**src/verilog/led_panel_pkg.sv**
```systemverilog
package led_panel_pkg;

    // panel geometry
    // two 16-row halves are shifted together, so one row address serves both
    localparam int pixel_width_default = 64;
    localparam int pixel_halfheight_default = 16;

    // 1-bit rgb for a single pixel, {b,g,r}
    localparam int bits_per_subpanel = 3;

    // one framebuffer word holds a pixel pair
    // top pixel in the low bits, bottom pixel in the high bits
    localparam int ram_data_bits = 2 * bits_per_subpanel;

    // framebuffer word index is {row, column}
    localparam int fb_addr_bits =
        $clog2(pixel_width_default) + $clog2(pixel_halfheight_default);

    // apb address map
    // everything below ctrl_addr is framebuffer, one word per 4 bytes
    localparam logic [12:0] ctrl_addr = 13'h1000;
    localparam logic [12:0] status_addr = 13'h1004;

    // scan sequencer states
    typedef enum logic [2:0] {
        s_idle,
        s_load,
        s_wait,
        s_shift_hi,
        s_shift_lo,
        s_blank,
        s_latch,
        s_unblank
    } scan_state_t;

endpackage

```
**src/verilog/apb_framebuffer_port.sv**
```systemverilog
`timescale 1ns/10ps

module apb_framebuffer_port
    import led_panel_pkg::*;
(
    input logic reset,
    input logic clk_in,

    // apb slave
    input logic psel,
    input logic penable,
    input logic pwrite,
    input logic [12:0] paddr,
    input logic [31:0] pwdata,
    output logic [31:0] prdata,
    output logic pready,
    output logic pslverr,

    // status from the scan side
    input logic [15:0] frame_count,
    output logic scan_enable,

    // framebuffer write port
    output logic wr_en,
    output logic [fb_addr_bits-1:0] wr_addr,
    output logic [ram_data_bits-1:0] wr_data
);

    logic access;
    logic fb_hit;
    logic ctrl_hit;
    logic status_hit;
    logic bad_access;

    // access phase of a transfer
    assign access = psel && penable;

    // address decode
    assign fb_hit = (paddr < ctrl_addr);
    assign ctrl_hit = (paddr == ctrl_addr);
    assign status_hit = (paddr == status_addr);

    // framebuffer is write only, status is read only
    // anything else outside the map is refused too
    assign bad_access = (fb_hit && !pwrite)
                      || (status_hit && pwrite)
                      || !(fb_hit || ctrl_hit || status_hit);

    // no wait states
    assign pready = 1'b1;
    assign pslverr = access && bad_access;

    // framebuffer write strobe, word index from paddr[11:2]
    assign wr_en = access && pwrite && fb_hit;
    assign wr_addr = paddr[fb_addr_bits+1:2];
    assign wr_data = pwdata[ram_data_bits-1:0];

    // read mux, zero on error or idle
    always_comb begin
        prdata = '0;
        if (access && !pwrite) begin
            if (ctrl_hit) begin
                prdata = {31'b0, scan_enable};
            end else if (status_hit) begin
                prdata = {16'b0, frame_count};
            end
        end
    end

    // control register, bit 0 enables scanning
    always_ff @(posedge clk_in) begin
        if (reset) begin
            scan_enable <= 1'b0;
        end else if (access && pwrite && ctrl_hit) begin
            scan_enable <= pwdata[0];
        end
    end

    // access phase always follows a selected setup phase
    access_after_setup: assert property (
        @(posedge clk_in) disable iff (reset)
        penable |-> psel && $past(psel)
    );

endmodule

```
**config.mk**
```make
export PLATFORM = sky130hd
export DESIGN_NAME = apb_framebuffer_port
export DESIGN_NICKNAME = d
export VERILOG_FILES = /design/src/verilog/led_panel_pkg.sv /design/src/verilog/apb_framebuffer_port.sv
export SDC_FILE = /design/constraint.sdc
export NUM_CORES = 1
export LEC_CHECK = 0
export ABC_AREA = 1
export BUFFER_PORTS_ARGS = -buffer_cell sky130_fd_sc_hd__buf_2
export CAP_MARGIN = 10
export CORE_AREA = 2 2 71 46
export DETAILED_ROUTE_END_ITERATION = 8
export DIE_AREA = 0 0 73 48
export GPL_TIMING_DRIVEN = 0
export PLACE_DENSITY_LB_ADDON = 0.12
export SYNTH_ARGS = -nofsm -noshare
export SYNTH_HDL_FRONTEND = slang
export SYNTH_SLANG_ARGS = --single-unit
```
**constraint.sdc**
```tcl
create_clock -name clk_in -period 0.8 [get_ports clk_in]
set_input_delay 0.04 -clock clk_in [delete_from_list [all_inputs] [get_ports clk_in]]
set_output_delay 0.04 -clock clk_in [all_outputs]
set_load 0.02 [all_outputs]
```
Word-level counts from Yosys, hierarchy flattened
Index checks and enable logic that the tools add are counted.
{"block": "totals", "output_inout_bits": 52, "in_bits": 66, "word_cells": 21, "register_bits": 1}
{"block": "classes", "eq_ne": 2, "n_reduce_logical": 14, "n_mux": 3, "order_cmp": 1}
{"cell": "$mux W16", "count": 3}
{"cell": "$eq A13 B13 Y1 const B", "count": 2}
{"cell": "$lt A13 B13 Y1 const B", "count": 1}
{"cell": "$logic_and A1 B1 Y1", "count": 8}
{"cell": "$logic_or A1 B1 Y1", "count": 4}
{"cell": "$logic_not A1 Y1", "count": 2}

Longest topological paths before layout
{"block": "depth", "word_depth": 6, "ltp_mapped": 8}

Worst setup path after synthesis
Ideal clock, no wire load.
{"block": "synth_timing", "kind": "input port to output port", "start": "in paddr[9]", "end": "out pslverr", "n_path_buf": 0, "cell_stages": 6, "setup_slack_ps": -203, "arrival_time_ps": 963, "path_cell_list": "or2_4 -> nor2_8 -> nand2_1 -> nand2_1 -> nand2_1 -> a21oi_1"}
{"block": "synth_between", "elab_chain_cells": 6, "elab_cells_between_ends": 11, "classes_between": "order compare (1); eq/ne (2); reduce/logical (8)"}
{"item": "start: declaration", "line_no": "apb_framebuffer_port.sv:13", "text": "input logic [12:0] paddr,"}
{"item": "$lt A13 B13 Y1 or $eq A13 B13 Y1 (tied branches)", "line_no": "apb_framebuffer_port.sv:39, apb_framebuffer_port.sv:40"}
{"item": "$logic_or A1 B1 Y1 (2 in a row)", "line_no": "apb_framebuffer_port.sv:47", "text": "|| !(fb_hit || ctrl_hit || status_hit);"}
{"item": "$logic_not A1 Y1", "line_no": "apb_framebuffer_port.sv:47"}
{"item": "$logic_or A1 B1 Y1 *", "line_no": "apb_framebuffer_port.sv:47"}
{"item": "$logic_and A1 B1 Y1 *", "line_no": "apb_framebuffer_port.sv:51", "text": "assign pslverr = access && bad_access;"}
{"item": "end: declaration", "line_no": "apb_framebuffer_port.sv:17", "text": "output logic pslverr,"}
Every way passes the cells marked *; elsewhere a longest branch is shown, timed or not.

Final worst setup path
{"block": "layout_timing", "start": "in paddr[9]", "end": "out prdata[4]"}
{"block": "layout_between", "elab_chain_cells": 4, "elab_cells_between_ends": 5, "classes_between": "eq/ne (2); mux (3)"}
{"item": "$eq A13 B13 Y1", "line_no": "apb_framebuffer_port.sv:41", "text": "assign status_hit = (paddr == status_addr);"}
{"item": "$mux W16", "line_no": "apb_framebuffer_port.sv:64", "text": "end else if (status_hit) begin"}
{"item": "$mux W16 *", "line_no": "apb_framebuffer_port.sv:62", "text": "if (ctrl_hit) begin"}
{"item": "$mux W16 *", "line_no": "apb_framebuffer_port.sv:61", "text": "if (access && !pwrite) begin"}
{"item": "end: declaration", "line_no": "apb_framebuffer_port.sv:15", "text": "output logic [31:0] prdata,"}
Marked as above.

==> qor.yml <==
cells_and_area:
  antenna_cells: 0
  top_register: "scan_enable"
  fillers: 268
  fin_nets: 260
  top_regs: "scan_enable x1"
  largest_reg_flops: 1
  drive_above_1_share_pct: 80.2
  final_cell_count_no_fill: 226
  area_delta_synth_final_pct: 131
placed_design:
  placed_cells: 221
  io_buffers: 69
  gp_congestion: 0.726
  dp_hpwl_mm: 1.67
power:
  power_density_nw_per_um2: 410
  power_frac_seq_pct: 8.7
  intPower_mw: 0.301
  p_sw_share_pct: 48.9
  clkPwrFrac_pct: 0
  vdd_drop_max_mv: 0.210
  switchingPower_mw: 0.287
  p_total_mw: 0.588
  p_comb_share_pct: 91.3
  p_leak_nw: 0.803
timing:
  setup_viol: 18
  finalWorstSetupSlack_ns: -0.325
  hold_violations: 0
  period_share_pct: 141
  final_max_slew_viol_count: 0
  rsz0062_at_grt: "true"
  skew_ns: 0
  post-route-min-period_ns: 1.13
  maxClockFrequency_mhz: 889
worst_setup_path:
  cp_max_fo: 10
  cp.required_ns: 0.76
  reg2reg_depth: 2
  worst-setup-path-type: "primary input to primary output"
  rrSetupSlack_ns: 0.21
  arrival_ns: 1.09
  critPathLaunchType: "primary input"
  timing.rr.start: "scan_enable$_SDFFE_PP0P_"
  timing.rr.end: "scan_enable$_SDFFE_PP0P_"
  end_kind: "primary output"
drt:
  antenna_left: 0
  route.detailed.wl_per_inst_um: 9.48
  remaining_drc_errors: 0
  vias_per_cell: 3.83
  dr.pass1.iters: 3
  vias: 865
  routed_wl_mm: 2.14
  drtIter0Drc: 5
global_route:
  grt_use_total_pct: 9.86
  antenna_found_initial: 0
  globalRouteMet1Util_pct: 10.3
  use_met2_pct: 23.8
  gr-total-overflow: 0
  grt_util_met3_pct: 0
  grt.busiest_layer: "met2"
  grt_pass1_vias: 714
  grt_pass1_wl_mm: 2.77
  grt_max_degree: 11
die:
  boundaryPins: 118
  die_x_um: 73
  row_count: 15
  core_um2: 2800
  die_y_um: 48
  dieArea_um2: 3500
  start_util_pct: 22.2
flow_run:
  cap_violations: 0
hold_path:
  hold_path_end: "scan_enable$_SDFFE_PP0P_"
  hold_path_startpoint: "reset"
  hold_depth: 2
  hold_path_class: "primary input to flip-flop"
clocking:
  clk_latency_ns: 0
  clk_pin_slew_ns: 0
yosys:
  synth_cell_type_count: 19
  synth_area_um2: 622
  yosysSeqAreaShare_pct: 3.22
  ys_warn_count: 0
  ys_seq_elements: 1
  yosysTopAreaCell: "buf_4"
  synth_top_area_share_pct: 39.8
  syn_avg_cell_area_um2: 6.04
  netlist_top_cells_area: "buf_4 (40%), nand2_1 (15%), nor2_2 (10%), nor2_1 (8.5%), buf_6 (3.6%)"
  synth_cells: 103
status:
  violations: "negative setup slack"
  status: "finished with violations"
[final cells by class]
| cell class | count | area (um2) | share of cell area, % |
|---|---|---|---|
| Buffer | 35 | 288 | 20.1 |
| Inverter | 3 | 11.3 | 0.785 |
| Multi-Input combinational cell | 79 | 569 | 39.7 |
| Sequential cell | 1 | 20.0 | 1.39 |
| Tap cell | 34 | 42.5 | 2.96 |
| Timing Repair Buffer | 74 | 504 | 35.1 |
[metrics by stage]
step | area [um2] | util [%] | TNS [ns] | setup slack (ns) | hold slack, ns
floorplan | 747 | - | -2.33 | -0.170 | 0.109
global placement | 1130 | 40.6 | -7.17 | -0.481 | 0.200
detailed placement | 1130 | 40.6 | -8.03 | -0.543 | 0.198
CTS | 1300 | 46.6 | -5.08 | -0.324 | 0.198
global route | 1440 | 51.3 | -5.90 | -0.366 | 0.204
finish | 1440 | 51.3 | -5.07 | -0.325 | 0.196
[critical path, cell delays in order]
cell and delay [ns]:
buf_6 0.09, or2_4 0.26, nor2_8 0.13, nand2_4 0.11
buf_12 0.16, nand2_1 0.09, nor2_4 0.04, buf_2 0.15
[power groups by stage]
stage	Sequential [mW]	Combinational (mW)	Clock [mW]
after detailed placement	0.0509	0.469	0
final	0.0509	0.537	0
after CTS	0.0509	0.500	0
after global routing	0.0509	0.576	0
after floorplan	0.0509	0.332	0
after global placement	0.0509	0.465	0
[how the worst max path moves through the flow]
stage                     startpoint         end  slack (ns)  cells after the start
after floorplan             paddr[9]  prdata[10]       -0.17                      5
after global placement      paddr[7]   prdata[8]       -0.48                      9
after detailed placement    paddr[5]  prdata[10]       -0.54                      8
after CTS                   paddr[9]   prdata[4]       -0.32                      8
after global routing        paddr[9]   prdata[4]       -0.37                      8
final                       paddr[9]   prdata[4]       -0.33                      8
[cell families after synthesis]
logic type      after synthesis  share of synthesized area (%)
simple gates                 58                           46.9
compound gates                4                           3.42
other cells                   2                           1.21
flops                         1                           3.22
buf+inv                      38                           45.3
[routing by layer]
metal,vias to the layer above,share of wire (%)
met4,0,0
li1,444,-
met5,-,0
met2,40,58
met3,0,6.6
met1,381,35
[cells in the mapped netlist]
cell and count:
or2_4 1, o22ai_1 1, nand3_1 3, nor2_1 14, nand4_4 1, nand4_1 1
inv_1 2, nand2_2 1, conb_1 2, dfxtp_1 1, buf_6 2, buf_4 33
nand2_1 25, nor3_1 1, a21oi_1 2, inv_2 1, nor2_8 1, o21ai_0 1
nor2_2 10
[timing repair]
item | CTS | global route
setup buffers | 3 | 2
pin swaps | 4 | 4
hold buffers | 0 | 0
resized for setup | 48 | 29
cloned | 0 | 0
endpoints found under the setup margin | 18 | 18
[cells in the final DEF (no fill, tap or decap)]
cell type and count:
a21oi_1 1, a21oi_2 1, buf_12 2, buf_2 49, buf_4 40, buf_6 17
buf_8 1, conb_1 17, dfxtp_1 1, inv_1 2, inv_2 1, nand2_1 8
nand2_2 17, nand2_4 1, nand3_1 3, nand4_1 1, nand4_4 1, nor2_1 3
nor2_2 1, nor2_4 20, nor2_8 1, nor3_1 1, o21ai_0 1, o22ai_4 1
or2_4 1
Power figures use the tool's default switching activity.
