`src/verilog/led_panel_pkg.sv`:
```
package led_panel_pkg;

    // panel geometry
    // two 16-row halves are shifted together, so one row address serves both
    localparam int pixel_width_default = 64;
    localparam int pixel_halfheight_default = 16;

    // 1-bit rgb for a single pixel, {b,g,r}
    localparam int bits_per_subpanel = 3;

    // one framebuffer word holds a pixel pair
    // top pixel in the low bits, bottom pixel in the high bits
    localparam int ram_data_bits = 2 * bits_per_subpanel;

    // framebuffer word index is {row, column}
    localparam int fb_addr_bits =
        $clog2(pixel_width_default) + $clog2(pixel_halfheight_default);

    // apb address map
    // everything below ctrl_addr is framebuffer, one word per 4 bytes
    localparam logic [12:0] ctrl_addr = 13'h1000;
    localparam logic [12:0] status_addr = 13'h1004;

    // scan sequencer states
    typedef enum logic [2:0] {
        s_idle,
        s_load,
        s_wait,
        s_shift_hi,
        s_shift_lo,
        s_blank,
        s_latch,
        s_unblank
    } scan_state_t;

endpackage

```
`src/verilog/framebuffer_fetch.sv`:
```
`timescale 1ns/10ps

module framebuffer_fetch
    import led_panel_pkg::*;
#(
    parameter int PIXEL_WIDTH = pixel_width_default,
    parameter int PIXEL_HALFHEIGHT = pixel_halfheight_default,
    parameter int LOAD_CYCLES = 3
) (
    input logic reset,
    input logic clk_in,

    // pixel position from the scan controller
    input logic [$clog2(PIXEL_WIDTH)-1:0] column_address,
    input logic [$clog2(PIXEL_HALFHEIGHT)-1:0] row_address,
    input logic pixel_load_start,

    // framebuffer read port
    input logic [ram_data_bits-1:0] ram_data_in,
    output logic [$clog2(PIXEL_HALFHEIGHT)+$clog2(PIXEL_WIDTH)-1:0] ram_address,
    output logic ram_clk_enable,

    // captured pixel pair
    output logic [bits_per_subpanel-1:0] pixeldata_top,
    output logic [bits_per_subpanel-1:0] pixeldata_bottom
);

    localparam int counter_bits = $clog2(LOAD_CYCLES + 1);

    logic [counter_bits-1:0] load_counter;

    // column is reversed, first pixel shifted ends up at the far edge
    assign ram_address = {row_address, ~column_address};

    // times the read, ram is enabled while the count runs
    timeout #(
        .COUNTER_WIDTH(counter_bits)
    ) timeout_pixel_load (
        .reset(reset),
        .clk_in(clk_in),
        .start(pixel_load_start),
        .value(counter_bits'(LOAD_CYCLES)),
        .counter(load_counter),
        .running(ram_clk_enable)
    );

    // count LOAD_CYCLES: address presented, ram enabled
    // count 2: registered ram output valid
    // count 1: grab both halves
    always_ff @(posedge clk_in) begin
        if (load_counter == counter_bits'(1)) begin
            {pixeldata_bottom, pixeldata_top} <= ram_data_in;
        end
    end

endmodule

```
`src/verilog/timeout.sv`:
```
`timescale 1ns/10ps

module timeout #(
    parameter int COUNTER_WIDTH = 2
) (
    input logic reset,
    input logic clk_in,
    input logic start,
    input logic [COUNTER_WIDTH-1:0] value,
    output logic [COUNTER_WIDTH-1:0] counter,
    output logic running
);

    // loadable down-counter, parks at zero
    always_ff @(posedge clk_in) begin
        if (reset) begin
            counter <= '0;
        end else if (start) begin
            // load takes effect on the edge after start
            counter <= value;
        end else if (running) begin
            counter <= counter - 1'b1;
        end
    end

    // busy for as long as the count is non-zero
    assign running = (counter != '0);

    // the caller must leave enough cycles between loads
    // a restart mid-count would cut the ram read short
    start_while_idle: assert property (
        @(posedge clk_in) disable iff (reset)
        start |-> !running
    );

endmodule
```
`config.mk`:
```
export PLATFORM = sky130hd
export DESIGN_NAME = framebuffer_fetch
export DESIGN_NICKNAME = d
export VERILOG_FILES = /design/src/verilog/led_panel_pkg.sv /design/src/verilog/framebuffer_fetch.sv /design/src/verilog/timeout.sv
export SDC_FILE = /design/constraint.sdc
export NUM_CORES = 1
export LEC_CHECK = 0
export BUFFER_PORTS_ARGS = -buffer_cell sky130_fd_sc_hd__buf_4
export CELL_PAD_IN_SITES_DETAIL_PLACEMENT = 1
export CELL_PAD_IN_SITES_GLOBAL_PLACEMENT = 2
export CORE_UTILIZATION = 19
export CTS_BUF_LIST = sky130_fd_sc_hd__clkbuf_16
export CTS_CLUSTER_DIAMETER = 100
export DETAILED_ROUTE_END_ITERATION = 16
export PLACE_DENSITY = 0.8
export SETUP_SLACK_MARGIN = 0.4
export SYNTH_ARGS = -nofsm -noshare
export SYNTH_HDL_FRONTEND = slang
export SYNTH_HIERARCHICAL = 1
export SYNTH_SLANG_ARGS = --single-unit
```
`constraint.sdc`:
```
create_clock -name clk_in -period 3 [get_ports clk_in]
set_input_delay 0 -clock clk_in [delete_from_list [all_inputs] [get_ports clk_in]]
set_output_delay 0 -clock clk_in [all_outputs]
set_load 0.02 [all_outputs]
```
# --- Word level (Yosys, flattened, before mapping) ---
# Cells that the tools add are included.
totals:
  register_bits: 8
  inputBits: 19
classes:
  add_sub_neg: 1
  n_eq_ne: 1
  n_mux: 2
  bitwise_logic: 1
  n_reduce_logical: 2
ops:
  columns: ["cell", "n"]
  rows:
  - ["inverter 6 bit", 1]
  - ["2-to-1 mux 2 bit", 2]
  - ["nonzero test 2 bit", 2]
  - ["== test 2 x 1 -> 1 bit, second input constant", 1]
  - ["subtractor 2 x 1 -> 2 bit, second input constant", 1]

# --- Longest topological paths before layout ---
logic_depth:
  depth_word: 3
  ltp_mapped: 4
  depth_no_buf: 4

# --- Hierarchy ---
# The synthesis kept the hierarchy.
modules_own_cells:
  columns: ["mod", "n_inst", "cells_per_inst", "area_each_um2", "seq_area_each_um2"]
  rows:
  - ["framebuffer_fetch", 1, 18, 250.2, 180.2]
  - ["timeout", 1, 13, 126.4, 40.0]

# --- Worst setup path before layout ---
# Ideal clock, no wire load.
synth_timing:
  path_type: "reg-to-reg"
  startpoint: "register timeout_pixel_load.counter[1]"
  endpoint: "register timeout_pixel_load.counter[1]"
  setup_ps: 96
  arrival_time_ps: 1020
  path_slack_ps: 1884
  stages_incl_launch_ff: 5
  n_path_buf: 0
  path_cell_list: "dfxtp_1 inv_1 ha_1 and2b_1 o41ai_2"
synth_via:
  elab_chain_len: 3
  elab_cells_between_ends: 5
  cone_classes: "1 x add/sub; 2 x mux; 2 x reduce/logical"
synth_rtl:
  columns: ["element", "line_no", "rtl"]
  rows:
  - ["from (decl)", "timeout.sv:10", "output logic [COUNTER_WIDTH-1:0] counter,"]
  - ["from (signal assigned)", "timeout.sv:20", "counter <= value;"]
  - ["from (signal assigned)", "timeout.sv:22", "counter <= counter - 1'b1;"]
  - ["subtractor 2 x 1 -> 2 bit", "timeout.sv:22", null]
  - ["2-to-1 mux 2 bit", "timeout.sv:21", "end else if (running) begin"]
  - ["2-to-1 mux 2 bit", "timeout.sv:18", "end else if (start) begin"]
# Parallel ways exist; a longest one is shown, timed or not. The select of a mux whose other input is x is not followed.
# A chain may end at the register's enable or synchronous reset.

# --- Final worst setup path ---
# Same ends and word-level chain as after synthesis.

==> results.md <==
- Ratio of total power to cell area: around 590 nW/um2
- Final weighted congestion in routability-driven placement: ~0.63
- Number of H-tree levels: 1
- Max Clock Freq: around 570 MHz
- Clock period minus worst slack: approximately 1.7 ns
- Number of buffers created by CTS: 3
- Floorplan core area: 1780 um2
- Via Count: approximately 340
- Required time at the endpoint of the critical path: 3.17 ns
- Diodes inserted: 0
- Height of the die: 46.5 um
- Setup repair after global routing missed its margin: false
- Clock tree root buffer cell: sky130_fd_sc_hd__clkbuf_16
- Max VDD drop: ~210 uV
- Class of the most critical setup path: reg2reg
- Most frequent standard cell in the layout excluding fill and tap cells: sky130_fd_sc_hd__buf_4
- Portion of the post-synthesis area used by sequential elements: 58.5%
- Detailed Place HPWL: between 600 and 700 um
- Area growth, synth to finish: 100%
- Most used cells in the layout excluding fill and tap cells: sky130_fd_sc_hd__buf_4 (27), sky130_fd_sc_hd__inv_1 (10), sky130_fd_sc_hd__dlygate4sd3_1 (9)
- Setup TNS: 0 ns
- Via count of the first global-routing pass: 361
- Clock tree skew after final layout: 0.000867 ns
- Standard-cell row count: 15
- Post-CTS sizing: 0
- DRC errors left: 0
- Outcome: finished clean
- Buffer levels on the longest clock path: 2
- Hold Path Cell Cnt: 0
- Number of unique standard cell types used by synthesis: 12
- Endpoint of the most critical setup path: timeout_pixel_load/counter[1]$_SDFFE_PP0P_
- Path type of the worst min-delay path: in2out
- Startpoint type of the worst setup path: register
- Fraction of layout instances using a drive strength above 1: a little under half
- Post-CTS setup buffer count: 0
- Largest fanout of any net on the critical path: 4
- GR Util All Layers: between 10% and 20%
- NumNets Final: approximately 90
- Leakage power total: 0.373 nW
- Count of warnings emitted by yosys: 6
- Initial antenna violation count: 0
- Count of routing violations after the opening detailed-route iteration: 2
- Reg2Reg Depth: 5
- Arrival time of data at the critical path endpoint: between 1.5 and 2 ns
- I/O pin cnt: 36
- Flop-to-flop setup slack: around 1.3 ns
- Aggregate routed wire length: around 980 um
- Clock sink total: 8
- Number of buffers added on ports: 27
- Antenna Nets Post-Route: 0
- Register clock-pin slew on the reported worst setup and hold paths: roughly 0.040 ns
- Ratio of final minimum period to clock period: 58.2%
- CP endpoint kind: register
- Syn Area/Cell: between 10 and 15 um2
- Die X-Extent: about 47 um
- Cell area after layout: 753 um2
- Critical path launch point: timeout_pixel_load/counter[1]$_SDFFE_PP0P_
- Clock tree from TritonCTS: built
- Capturing point of the worst reg2reg path: timeout_pixel_load/counter[1]$_SDFFE_PP0P_
- Congestion Overflow GR: 0
- Largest net degree at the start of global routing: 7
- Final max-slew violation count: 0
- Count of hold buffers inserted by post-cts repair: 9
- Mapped Cells: 31
- Cell area after placement: between 500 and 600 um2
- Routed len/inst: between 10 and 15 um
- Effective utilization at floorplan: 21.1%
- Clock insertion delay at the later pin of the skew report: roughly 0.23 ns
- Routed via count divided by cell count: around 3.7
- Post-synthesis register bit count: 8
- Number of iterations in the first detailed-routing pass: 2
- First-pass GRT wire length: about 1.5 mm
- Final-report setup violation count: 0
- Area of the mapped netlist: 377 um2
- Max-capacitance violation count: 0
- Worst reg2reg startpoint: timeout_pixel_load/counter[1]$_SDFFE_PP0P_
- Total Die Area: around 2200 um2
- Final Hold Fails: 0
- Layout fillers: roughly 210
## worst max-delay path: stages, from the launching register on
cell                            delay [ns]
sky130_fd_sc_hd__dfxtp_1              0.38
sky130_fd_sc_hd__inv_1                0.06
sky130_fd_sc_hd__ha_1                 0.23
sky130_fd_sc_hd__and2b_1              0.18
sky130_fd_sc_hd__o41ai_2              0.26
sky130_fd_sc_hd__dlygate4sd3_1        0.58
## flip-flops by register name (all words and copies together), names as in the netlist
| register | cells |
|---|---|
| pixeldata_top | 3 |
| pixeldata_bottom | 3 |
| timeout_pixel_load/counter | 2 |
## how the worst min path moves through the flow
stage	from	slack (ns)	end
finish	row_address[0]	0.000009	ram_address[6]
global route	row_address[0]	0.00003	ram_address[6]
global placement	row_address[1]	0.0001	ram_address[7]
CTS	row_address[1]	0.0001	ram_address[7]
floorplan	column_address[0]	0.08	ram_address[0]
detailed placement	row_address[1]	0.0001	ram_address[7]
## synth_stat cells
cell | n | area (um2)
sky130_fd_sc_hd__nand3b_1 | 2 | 15.0
sky130_fd_sc_hd__o31ai_1 | 1 | 7.51
sky130_fd_sc_hd__o41ai_2 | 1 | 16.3
sky130_fd_sc_hd__ha_1 | 1 | 12.5
sky130_fd_sc_hd__and2b_1 | 2 | 15.0
sky130_fd_sc_hd__xor2_1 | 1 | 8.76
sky130_fd_sc_hd__edfxtp_1 | 6 | 180
sky130_fd_sc_hd__buf_4 | 4 | 30.0
sky130_fd_sc_hd__inv_1 | 9 | 33.8
sky130_fd_sc_hd__nor2b_4 | 1 | 13.8
sky130_fd_sc_hd__conb_1 | 1 | 3.75
sky130_fd_sc_hd__dfxtp_1 | 2 | 40.0
## power by group
part	total [W]	switching, W	internal (W)
registers	0.000136	0.00000485	0.000131
clock network	0.000223	0.0000493	0.000173
logic	0.0000875	0.0000402	0.0000473
total	0.000446	0.0000943	0.000351
## stage by stage
| step | setup slack, ns | util [%] | hold slack, ns | power [W] | cells |
|---|---|---|---|---|---|
| 6_report | 1.25 | 42.2 | 0.00000887 | 0.000446 | 93 |
| 5_1_grt | 1.12 | 42.2 | 0.0000323 | 0.000465 | 93 |
| 4_1_cts | 1.25 | 42.2 | 0.000137 | 0.000452 | 93 |
| 3_5_place_dp | 1.81 | 32.8 | 0.000137 | 0.000213 | 80 |
| 3_3_place_gp | 1.86 | 32.8 | 0.000137 | 0.000212 | 80 |
| 2_1_floorplan | 1.88 | - | 0.0766 | 0.000184 | 32 |
## routing by layer
metal | GRT usage, % | share of wire [%] | up-vias
li1 | - | - | 164
met4 | 5.88 | 0.20 | 0
met5 | 0 | 0 | -
met1 | 9.03 | 35 | 157
met3 | 5.10 | 10 | 2
met2 | 20.3 | 54 | 20
## final cells by class
cell class                 instances  area, um2  share of cell area (%)
sequential                         8        220                    29.2
tap                               25       31.3                    4.15
timing repair buffer              36        293                    38.9
clock inverter                     1       3.75                   0.498
inverter                           9       33.8                    4.49
multi-input combinational         11       96.3                    12.8
clock buffer                       3       75.1                    9.97
## kinds of logic (layout without fill, tap and decap cells)
| kind of cell | Yosys count | in the layout | synth area share [%] |
|---|---|---|---|
| compound gates | 2 | 2 | 6.31 |
| xor+xnor | 1 | 1 | 2.33 |
| fa+ha+maj | 1 | 1 | 3.32 |
| buf+inv | 13 | 49 | 16.9 |
| flops | 8 | 8 | 58.5 |
| other cells | 1 | 2 | 0.996 |
| simple gates | 5 | 5 | 11.6 |
(Power assumes the default switching activity.)
