==> src/verilog/led_panel_pkg.sv <==
package led_panel_pkg;

    // panel geometry
    // two 16-row halves are shifted together, so one row address serves both
    localparam int pixel_width_default = 64;
    localparam int pixel_halfheight_default = 16;

    // 1-bit rgb for a single pixel, {b,g,r}
    localparam int bits_per_subpanel = 3;

    // one framebuffer word holds a pixel pair
    // top pixel in the low bits, bottom pixel in the high bits
    localparam int ram_data_bits = 2 * bits_per_subpanel;

    // framebuffer word index is {row, column}
    localparam int fb_addr_bits =
        $clog2(pixel_width_default) + $clog2(pixel_halfheight_default);

    // apb address map
    // everything below ctrl_addr is framebuffer, one word per 4 bytes
    localparam logic [12:0] ctrl_addr = 13'h1000;
    localparam logic [12:0] status_addr = 13'h1004;

    // scan sequencer states
    typedef enum logic [2:0] {
        s_idle,
        s_load,
        s_wait,
        s_shift_hi,
        s_shift_lo,
        s_blank,
        s_latch,
        s_unblank
    } scan_state_t;

endpackage

==> src/verilog/panel_scan_control.sv <==
`timescale 1ns/10ps

module panel_scan_control
    import led_panel_pkg::*;
#(
    parameter int PIXEL_WIDTH = pixel_width_default,
    parameter int PIXEL_HALFHEIGHT = pixel_halfheight_default
) (
    input logic reset,
    input logic clk_in,
    input logic scan_enable,

    // pixel pair from the fetch block
    input logic [bits_per_subpanel-1:0] pixeldata_top,
    input logic [bits_per_subpanel-1:0] pixeldata_bottom,

    // fetch requests
    output logic [$clog2(PIXEL_WIDTH)-1:0] column_address,
    output logic [$clog2(PIXEL_HALFHEIGHT)-1:0] row_address,
    output logic pixel_load_start,

    // panel pins
    output logic panel_r0,
    output logic panel_g0,
    output logic panel_b0,
    output logic panel_r1,
    output logic panel_g1,
    output logic panel_b1,
    output logic panel_clk,
    output logic panel_latch,
    output logic panel_oe_n,
    output logic [$clog2(PIXEL_HALFHEIGHT)-1:0] panel_row,

    output logic [15:0] frame_count
);

    localparam int col_bits = $clog2(PIXEL_WIDTH);
    localparam int row_bits = $clog2(PIXEL_HALFHEIGHT);
    // cycles spent waiting on the fetch, matches its load time
    localparam int wait_cycles = 3;

    localparam logic [col_bits-1:0] last_col = col_bits'(PIXEL_WIDTH - 1);
    localparam logic [row_bits-1:0] last_row = row_bits'(PIXEL_HALFHEIGHT - 1);

    scan_state_t state;
    logic [col_bits-1:0] col;
    logic [row_bits-1:0] row;
    logic [1:0] wait_count;
    logic shifting;

    always_ff @(posedge clk_in) begin
        if (reset) begin
            state <= s_idle;
            col <= '0;
            row <= '0;
            wait_count <= '0;
            frame_count <= '0;
        end else begin
            case (state)
                s_idle: begin
                    // only start at the top of a frame
                    if (scan_enable) begin
                        state <= s_load;
                    end
                end
                s_load: begin
                    wait_count <= 2'(wait_cycles - 1);
                    state <= s_wait;
                end
                s_wait: begin
                    // data lands in the fetch block on the last wait cycle
                    if (wait_count == '0) begin
                        state <= s_shift_hi;
                    end else begin
                        wait_count <= wait_count - 1'b1;
                    end
                end
                s_shift_hi: begin
                    state <= s_shift_lo;
                end
                s_shift_lo: begin
                    if (col == last_col) begin
                        col <= '0;
                        state <= s_blank;
                    end else begin
                        col <= col + 1'b1;
                        state <= s_load;
                    end
                end
                s_blank: begin
                    state <= s_latch;
                end
                s_latch: begin
                    state <= s_unblank;
                end
                s_unblank: begin
                    row <= row + 1'b1;
                    if (row == last_row) begin
                        // frame done, stop here if scanning was turned off
                        frame_count <= frame_count + 1'b1;
                        state <= scan_enable ? s_load : s_idle;
                    end else begin
                        state <= s_load;
                    end
                end
                default: begin
                    state <= s_idle;
                end
            endcase
        end
    end

    // fetch interface
    assign column_address = col;
    assign row_address = row;
    assign pixel_load_start = (state == s_load);

    // rgb held across both shift cycles so it is stable at the clock edge
    assign shifting = (state == s_shift_hi) || (state == s_shift_lo);
    assign {panel_b0, panel_g0, panel_r0} = shifting ? pixeldata_top : '0;
    assign {panel_b1, panel_g1, panel_r1} = shifting ? pixeldata_bottom : '0;

    assign panel_clk = (state == s_shift_hi);
    assign panel_latch = (state == s_latch);
    // dark while idle and around the latch
    assign panel_oe_n = (state == s_idle) || (state == s_blank) || (state == s_latch);
    assign panel_row = row;

    // fetched pair must hold through the whole shift
    // a fetch slower than the wait would change it under the clock
    pixels_stable_while_shifting: assert property (
        @(posedge clk_in) disable iff (reset)
        panel_clk |=> $stable({pixeldata_top, pixeldata_bottom})
    );

endmodule

==> config.mk <==
export PLATFORM = sky130hd
export DESIGN_NAME = panel_scan_control
export DESIGN_NICKNAME = d
export VERILOG_FILES = /design/src/verilog/led_panel_pkg.sv /design/src/verilog/panel_scan_control.sv
export SDC_FILE = /design/constraint.sdc
export NUM_CORES = 1
export LEC_CHECK = 0
export ABC_AREA = 1
export BUFFER_PORTS_ARGS = -buffer_cell sky130_fd_sc_hd__buf_4
export CAP_MARGIN = 40
export CORE_MARGIN = 2
export CORE_UTILIZATION = 30
export CTS_BUF_LIST = sky130_fd_sc_hd__clkbuf_4
export CTS_CLUSTER_SIZE = 16
export DETAILED_ROUTE_END_ITERATION = 6
export GPL_TIMING_DRIVEN = 0
export PLACE_DENSITY = 0.54
export SLEW_MARGIN = 20
export SYNTH_ARGS = -nofsm -noshare
export SYNTH_HDL_FRONTEND = slang
export SYNTH_SLANG_ARGS = --single-unit
==> constraint.sdc <==
create_clock -name clk_in -period 3.8 [get_ports clk_in]
set_input_delay 0.57 -clock clk_in [delete_from_list [all_inputs] [get_ports clk_in]]
set_output_delay 0.57 -clock clk_in [all_outputs]
set_load 0.01 [all_outputs]
After elaboration in Yosys (flattened, before gate mapping). Index checks and enable logic that the tools add are counted.

Register bits: 31. Bits in latches: 0. RAM bits: 0. ROM bits: 0. Input bits: 9. Output and inout bits: 40. Word-level logic and storage cells: 41. Memories: 0.

Add/sub/neg operators: 4. Multiply operators: 0. Divide/modulo/power cells: 0. Order comparisons: 0. Equal/unequal tests: 12. Shift operators: 0. Muxes and demuxes: 11. Bitwise operators: 0. Reductions and logical operators: 9.

Operators with widths (count): 3-bit one-hot mux with 8 select lines (1); 16-bit by 1-bit adder with 16-bit output (second input constant) (1); 3-bit 2-to-1 mux (5); 3-bit == test (second input constant) (4); 6-bit by 1-bit adder with 6-bit output (second input constant) (1); 3-bit by 2-bit == test with 1-bit output (second input constant) (2); 6-bit == test (second input constant) (1); 6-bit 2-to-1 mux (1); 2-bit != test (second input constant) (3); 2-bit AND reduction (3); 4-bit by 1-bit adder with 4-bit output (second input constant) (1); 4-bit == test (second input constant) (1); 2-bit one-hot mux with 2 select lines (1); 3-bit by 1-bit == test with 1-bit output (second input constant) (1); 3-bit logical NOT (1); 1-bit logical OR (3); 2-bit logical NOT (1); 1-bit 2-to-1 mux (2); 2-bit 2-to-1 mux (1); 2-bit nonzero test (1); 2-bit by 1-bit subtractor with 2-bit output (second input constant) (1).

Depth between registers and ports, before layout.
Depth in word-level cells: 3. Depth in mapped cells: 9. Depth with buffers taken out: 9.

Worst setup path before layout. Ideal clock, no wire load.

Kind: flip-flop to output port. Start: register state[0]. End: output port panel_b0. Data arrival time: 1.214 ns. Required time: 3.230 ns. Slack: 2.016 ns. Cell stages (with the launch flop): 7. Path through: dfxtp_1 -> inv_1 -> ha_1 -> nand2_2 -> inv_1 -> nor2_1 -> nor2_1.

Longest elaborated chain between the ends: 3. Elaborated cells between the ends (all ways): 4. Those cells by class: eq/ne: 2; mux: 1; reduce/logical: 1.

RTL lines: start, declared (line panel_scan_control.sv:45) `scan_state_t state;`; start signal, assigned (line panel_scan_control.sv:53) `state <= s_idle;`; start signal, assigned (line panel_scan_control.sv:63) `state <= s_load;`; start signal, assigned (line panel_scan_control.sv:68) `state <= s_wait;`; 3-bit by 2-bit == test with 1-bit output or 3-bit == test (tied branches) (line panel_scan_control.sv:119) `assign shifting = (state == s_shift_hi) || (state == s_shift_lo);`; 1-bit logical OR * (line panel_scan_control.sv:119); 3-bit 2-to-1 mux * (line panel_scan_control.sv:120) `assign {panel_b0, panel_g0, panel_r0} = shifting ? pixeldata_top : '0;`; end, declared (line panel_scan_control.sv:25) `output logic panel_b0,`.

Mark *: on every way between the ends. The rest lies on a longest branch, timed or not.

Final worst setup path. Ends and elaborated chain as after synthesis.

==> metrics.md <==
| Metric | Value |
|---|---|
| Status | `finished, final reports clean` |
| P_int | `0.000501 W` |
| Setup Viol. Count Final | `0` |
| Top-count cell post-synth | `nor2_1` |
| HPWL Detailed | `2980 um` |
| CP required | `between 3 and 4 ns` |
| Hold Buf Count CTS | `0` |
| Detailed Route WL | `a little under 4000 um` |
| Ys Warns | `0` |
| Nets@finish | `323` |
| Sequential fraction of the synthesis area | `between 30% and 40%` |
| Reg clk slew, reported paths | `0.10 ns` |
| Avg WL per Cell | `10.4 um` |
| R2R depth | `8` |
| Yosys cell types | `26` |
| IO Pins | `49` |
| Comb power frac | `28.4%` |
| Final min period | `around 2.5 ns` |
| Synth Flop Type | `dfxtp_1` |
| Num CTS Buffers | `5` |
| Setup repair bufs after CTS | `0` |
| Root buffer cell | `clkbuf_4` |
| Top cells by count, synth | `nor2_1 (50), nand2_1 (45), inv_1 (39), dfxtp_1 (31)` |
| Crit. Startpoint | `state[0]` |
| Share of cells above drive strength 1 | `21.6%` |
| 1st-iter DRT viols | `59` |
| Worst-case clock buffer depth | `2` |
| Worst Skew | `0.0109 ns` |
| TritonRoute pass-1 iters | `4` |
| Vias per cell | `4.38` |
| Worst EP arrival | `1.90 ns` |
| P&R area growth vs syn | `29.2%` |
| Post-synth EDFFs | `0` |
| Yosys reg bits | `31` |
| PD cells | `345 nW/um^2` |
| All-Layer GR Usage | `13.0%` |
| Die Wd | `about 80 um` |
| Syn_area_per_cell | `roughly 6.8 um^2` |
| Hold wc startpoint | `wait_count[1]` |
| Leak | `1.11 nW` |
| Switching power | `0.000258 W` |
| Initial Util | `30.9%` |
| Worst VDD drop | `169 uV` |
| Setup TNS | `0 ns` |
| Port buffer count | `48` |
| Hold depth | `2` |
| Via count | `~1700` |
| Core footprint | `5510 um^2` |
| Worst-path maximum fanout | `8` |
| Cell Area, Synth | `between 1500 and 2000 um^2` |
| Hold crit path type | `reg2reg` |
| Area leader, netlist | `dfxtp_1` |
| Final core occ | `between 30 and 40%` |
| Reg2reg start | `panel_row[1]` |
| GP Congestion | `a little under 0.8` |
| ANT cells | `0` |
| Largest net degree at the start of global routing | `11` |
| Register share of total power | `~47%` |
| Yosys top cell area share | `36.5%` |
| Ranking of synthesized cells by area | `dfxtp_1 (36%), nor2_1 (11%), nand2_1 (9.9%), inv_1 (8.6%), ha_1 (5.9%)` |
| R2R Setup Slk | `2.16 ns` |
| Row cnt | `27` |
| H-tree levels | `2` |
| Startpoint types | `register` |
| Latest clock arrival within the worst-skew pair | `about 0.33 ns` |
| DRC Markers | `0` |
| Post-CTS Resized | `0` |
| Crit end category | `output port` |
| Die Y | `79.3 um` |
| Synthesized instance count | `251` |
| Worst r2r dst | `frame_count[9]` |
| Routed Antenna Nets | `0` |
| GR Overflow Total | `0` |
| Syn_nets | `~270` |
| WS Path Type | `reg2out` |
| CTS Sinks | `31` |
| First-pass GRT wire length | `6440 um` |
| Die Area | `6290 um^2` |
| Initial antenna violation count | `0` |
| CTS tree | `yes` |
| Switching Share | `34.0%` |
| Async SR Flop Fraction | `0%` |
| Fin. max-slew vios | `0` |
| Final Hold Fails | `0` |
| Period utilization | `65.0%` |
| Actual slew at the worst max-slew pin | `0.539 ns` |
| Slew Limit Headroom | `64.1%` |
| Vias in the first global route | `1494` |
| Fmax | `approximately 0.4 GHz` |
| Hold EP | `wait_count[1]` |
| Max-capacitance violation count | `0` |
| Unrepaired setup endpoints after global routing | `no` |
| Clk network pwr share | `between 20 and 25%` |
power by group through the flow:
stage | combinational (W) | clock, W | sequential [W]
2_1_floorplan | 0.000140 | 0 | 0.000365
3_3_place_gp | 0.000217 | 0 | 0.000367
3_5_place_dp | 0.000218 | 0 | 0.000366
4_1_cts | 0.000218 | 0.000191 | 0.000360
5_1_grt | 0.000248 | 0.000206 | 0.000362
6_report | 0.000216 | 0.000183 | 0.000360
cell families after synthesis:
group | count (synthesis) | share of synthesized area [%]
adders and majority gates | 8 | 5.88
AOI/OAI and AO/OA | 28 | 8.53
buffers and inverters | 47 | 11.2
xor gates and xnor gates | 6 | 3.09
and+or+nand+nor | 131 | 34.8
DFF | 31 | 36.5
registers in the layout, summed over array words and instances (netlist names):
register        cells
wait_count          2
column_address      6
state               3
panel_row           4
frame_count        16
critical path, stage by stage (launching register included):
cell and delay, ns:
dfxtp_1 0.40, inv_1 0.08, ha_1 0.24, nand2_2 0.16, inv_1 0.11, nor2_1 0.33
nor2_1 0.09, buf_4 0.16
cells in the final DEF, fill, tap and decap left out:
cell / n
buf_4: 52
nor2_1: 50
nand2_1: 45
inv_1: 39
dfxtp_1: 31
nand3_1: 13
a21oi_1: 13
o21ai_0: 12
nor3_1: 9
ha_1: 8
xor2_1: 5
clkbuf_4: 5
nand4_1: 4
clkbuf_1: 2
nand2_4: 2
nand3_2: 2
clkinv_1: 2
a31oi_1: 2
nand2_2: 1
nor2_8: 1
inv_2: 1
nand3b_1: 1
and3_1: 1
o21bai_1: 1
nor4_1: 1
nor2_4: 1
xnor2_1: 1
clkinv_2: 1
stage by stage:
stage | instances | setup slack [ns] | instance area (um^2) | power (W) | hold WS, ns
2_1_floorplan | 251 | 2.02 | 1700 | 0.000505 | 0.430
3_3_place_gp | 371 | 1.69 | 2150 | 0.000583 | 0.447
3_5_place_dp | 371 | 1.68 | 2150 | 0.000584 | 0.447
4_1_cts | 378 | 1.29 | 2200 | 0.000769 | 0.468
5_1_grt | 378 | 1.14 | 2200 | 0.000817 | 0.514
6_report | 378 | 1.33 | 2200 | 0.000759 | 0.466
how the worst max path moves through the flow:
stage,end,slack (ns),depth (start not counted)
5_1_grt,panel_g1,1.14,7
6_report,panel_b0,1.33,7
3_5_place_dp,panel_b0,1.68,7
2_1_floorplan,panel_b0,2.02,6
4_1_cts,panel_b0,1.29,7
3_3_place_gp,panel_b0,1.69,7
metal layers:
layer / share of wire, % / global-route usage, % / vias to the layer above
met5: 0 / 0 / -
met3: 6.4 / 4.09 / 7
met2: 45 / 20.9 / 43
li1: - / - / 895
met1: 47 / 15.9 / 709
met4: 1.8 / 5.69 / 0
cell type report:
class	instances	area [um^2]
plain buffers	6	37.5
clock buffers	5	37.5
clock inverters	2	8.76
fillers	596	3310
inverters	41	154
multi-input cells	173	890
flip-flops and latches	31	621
well taps	72	90.1
repair buffers	48	360
No activity file was read; power rests on OpenSTA's default activity.
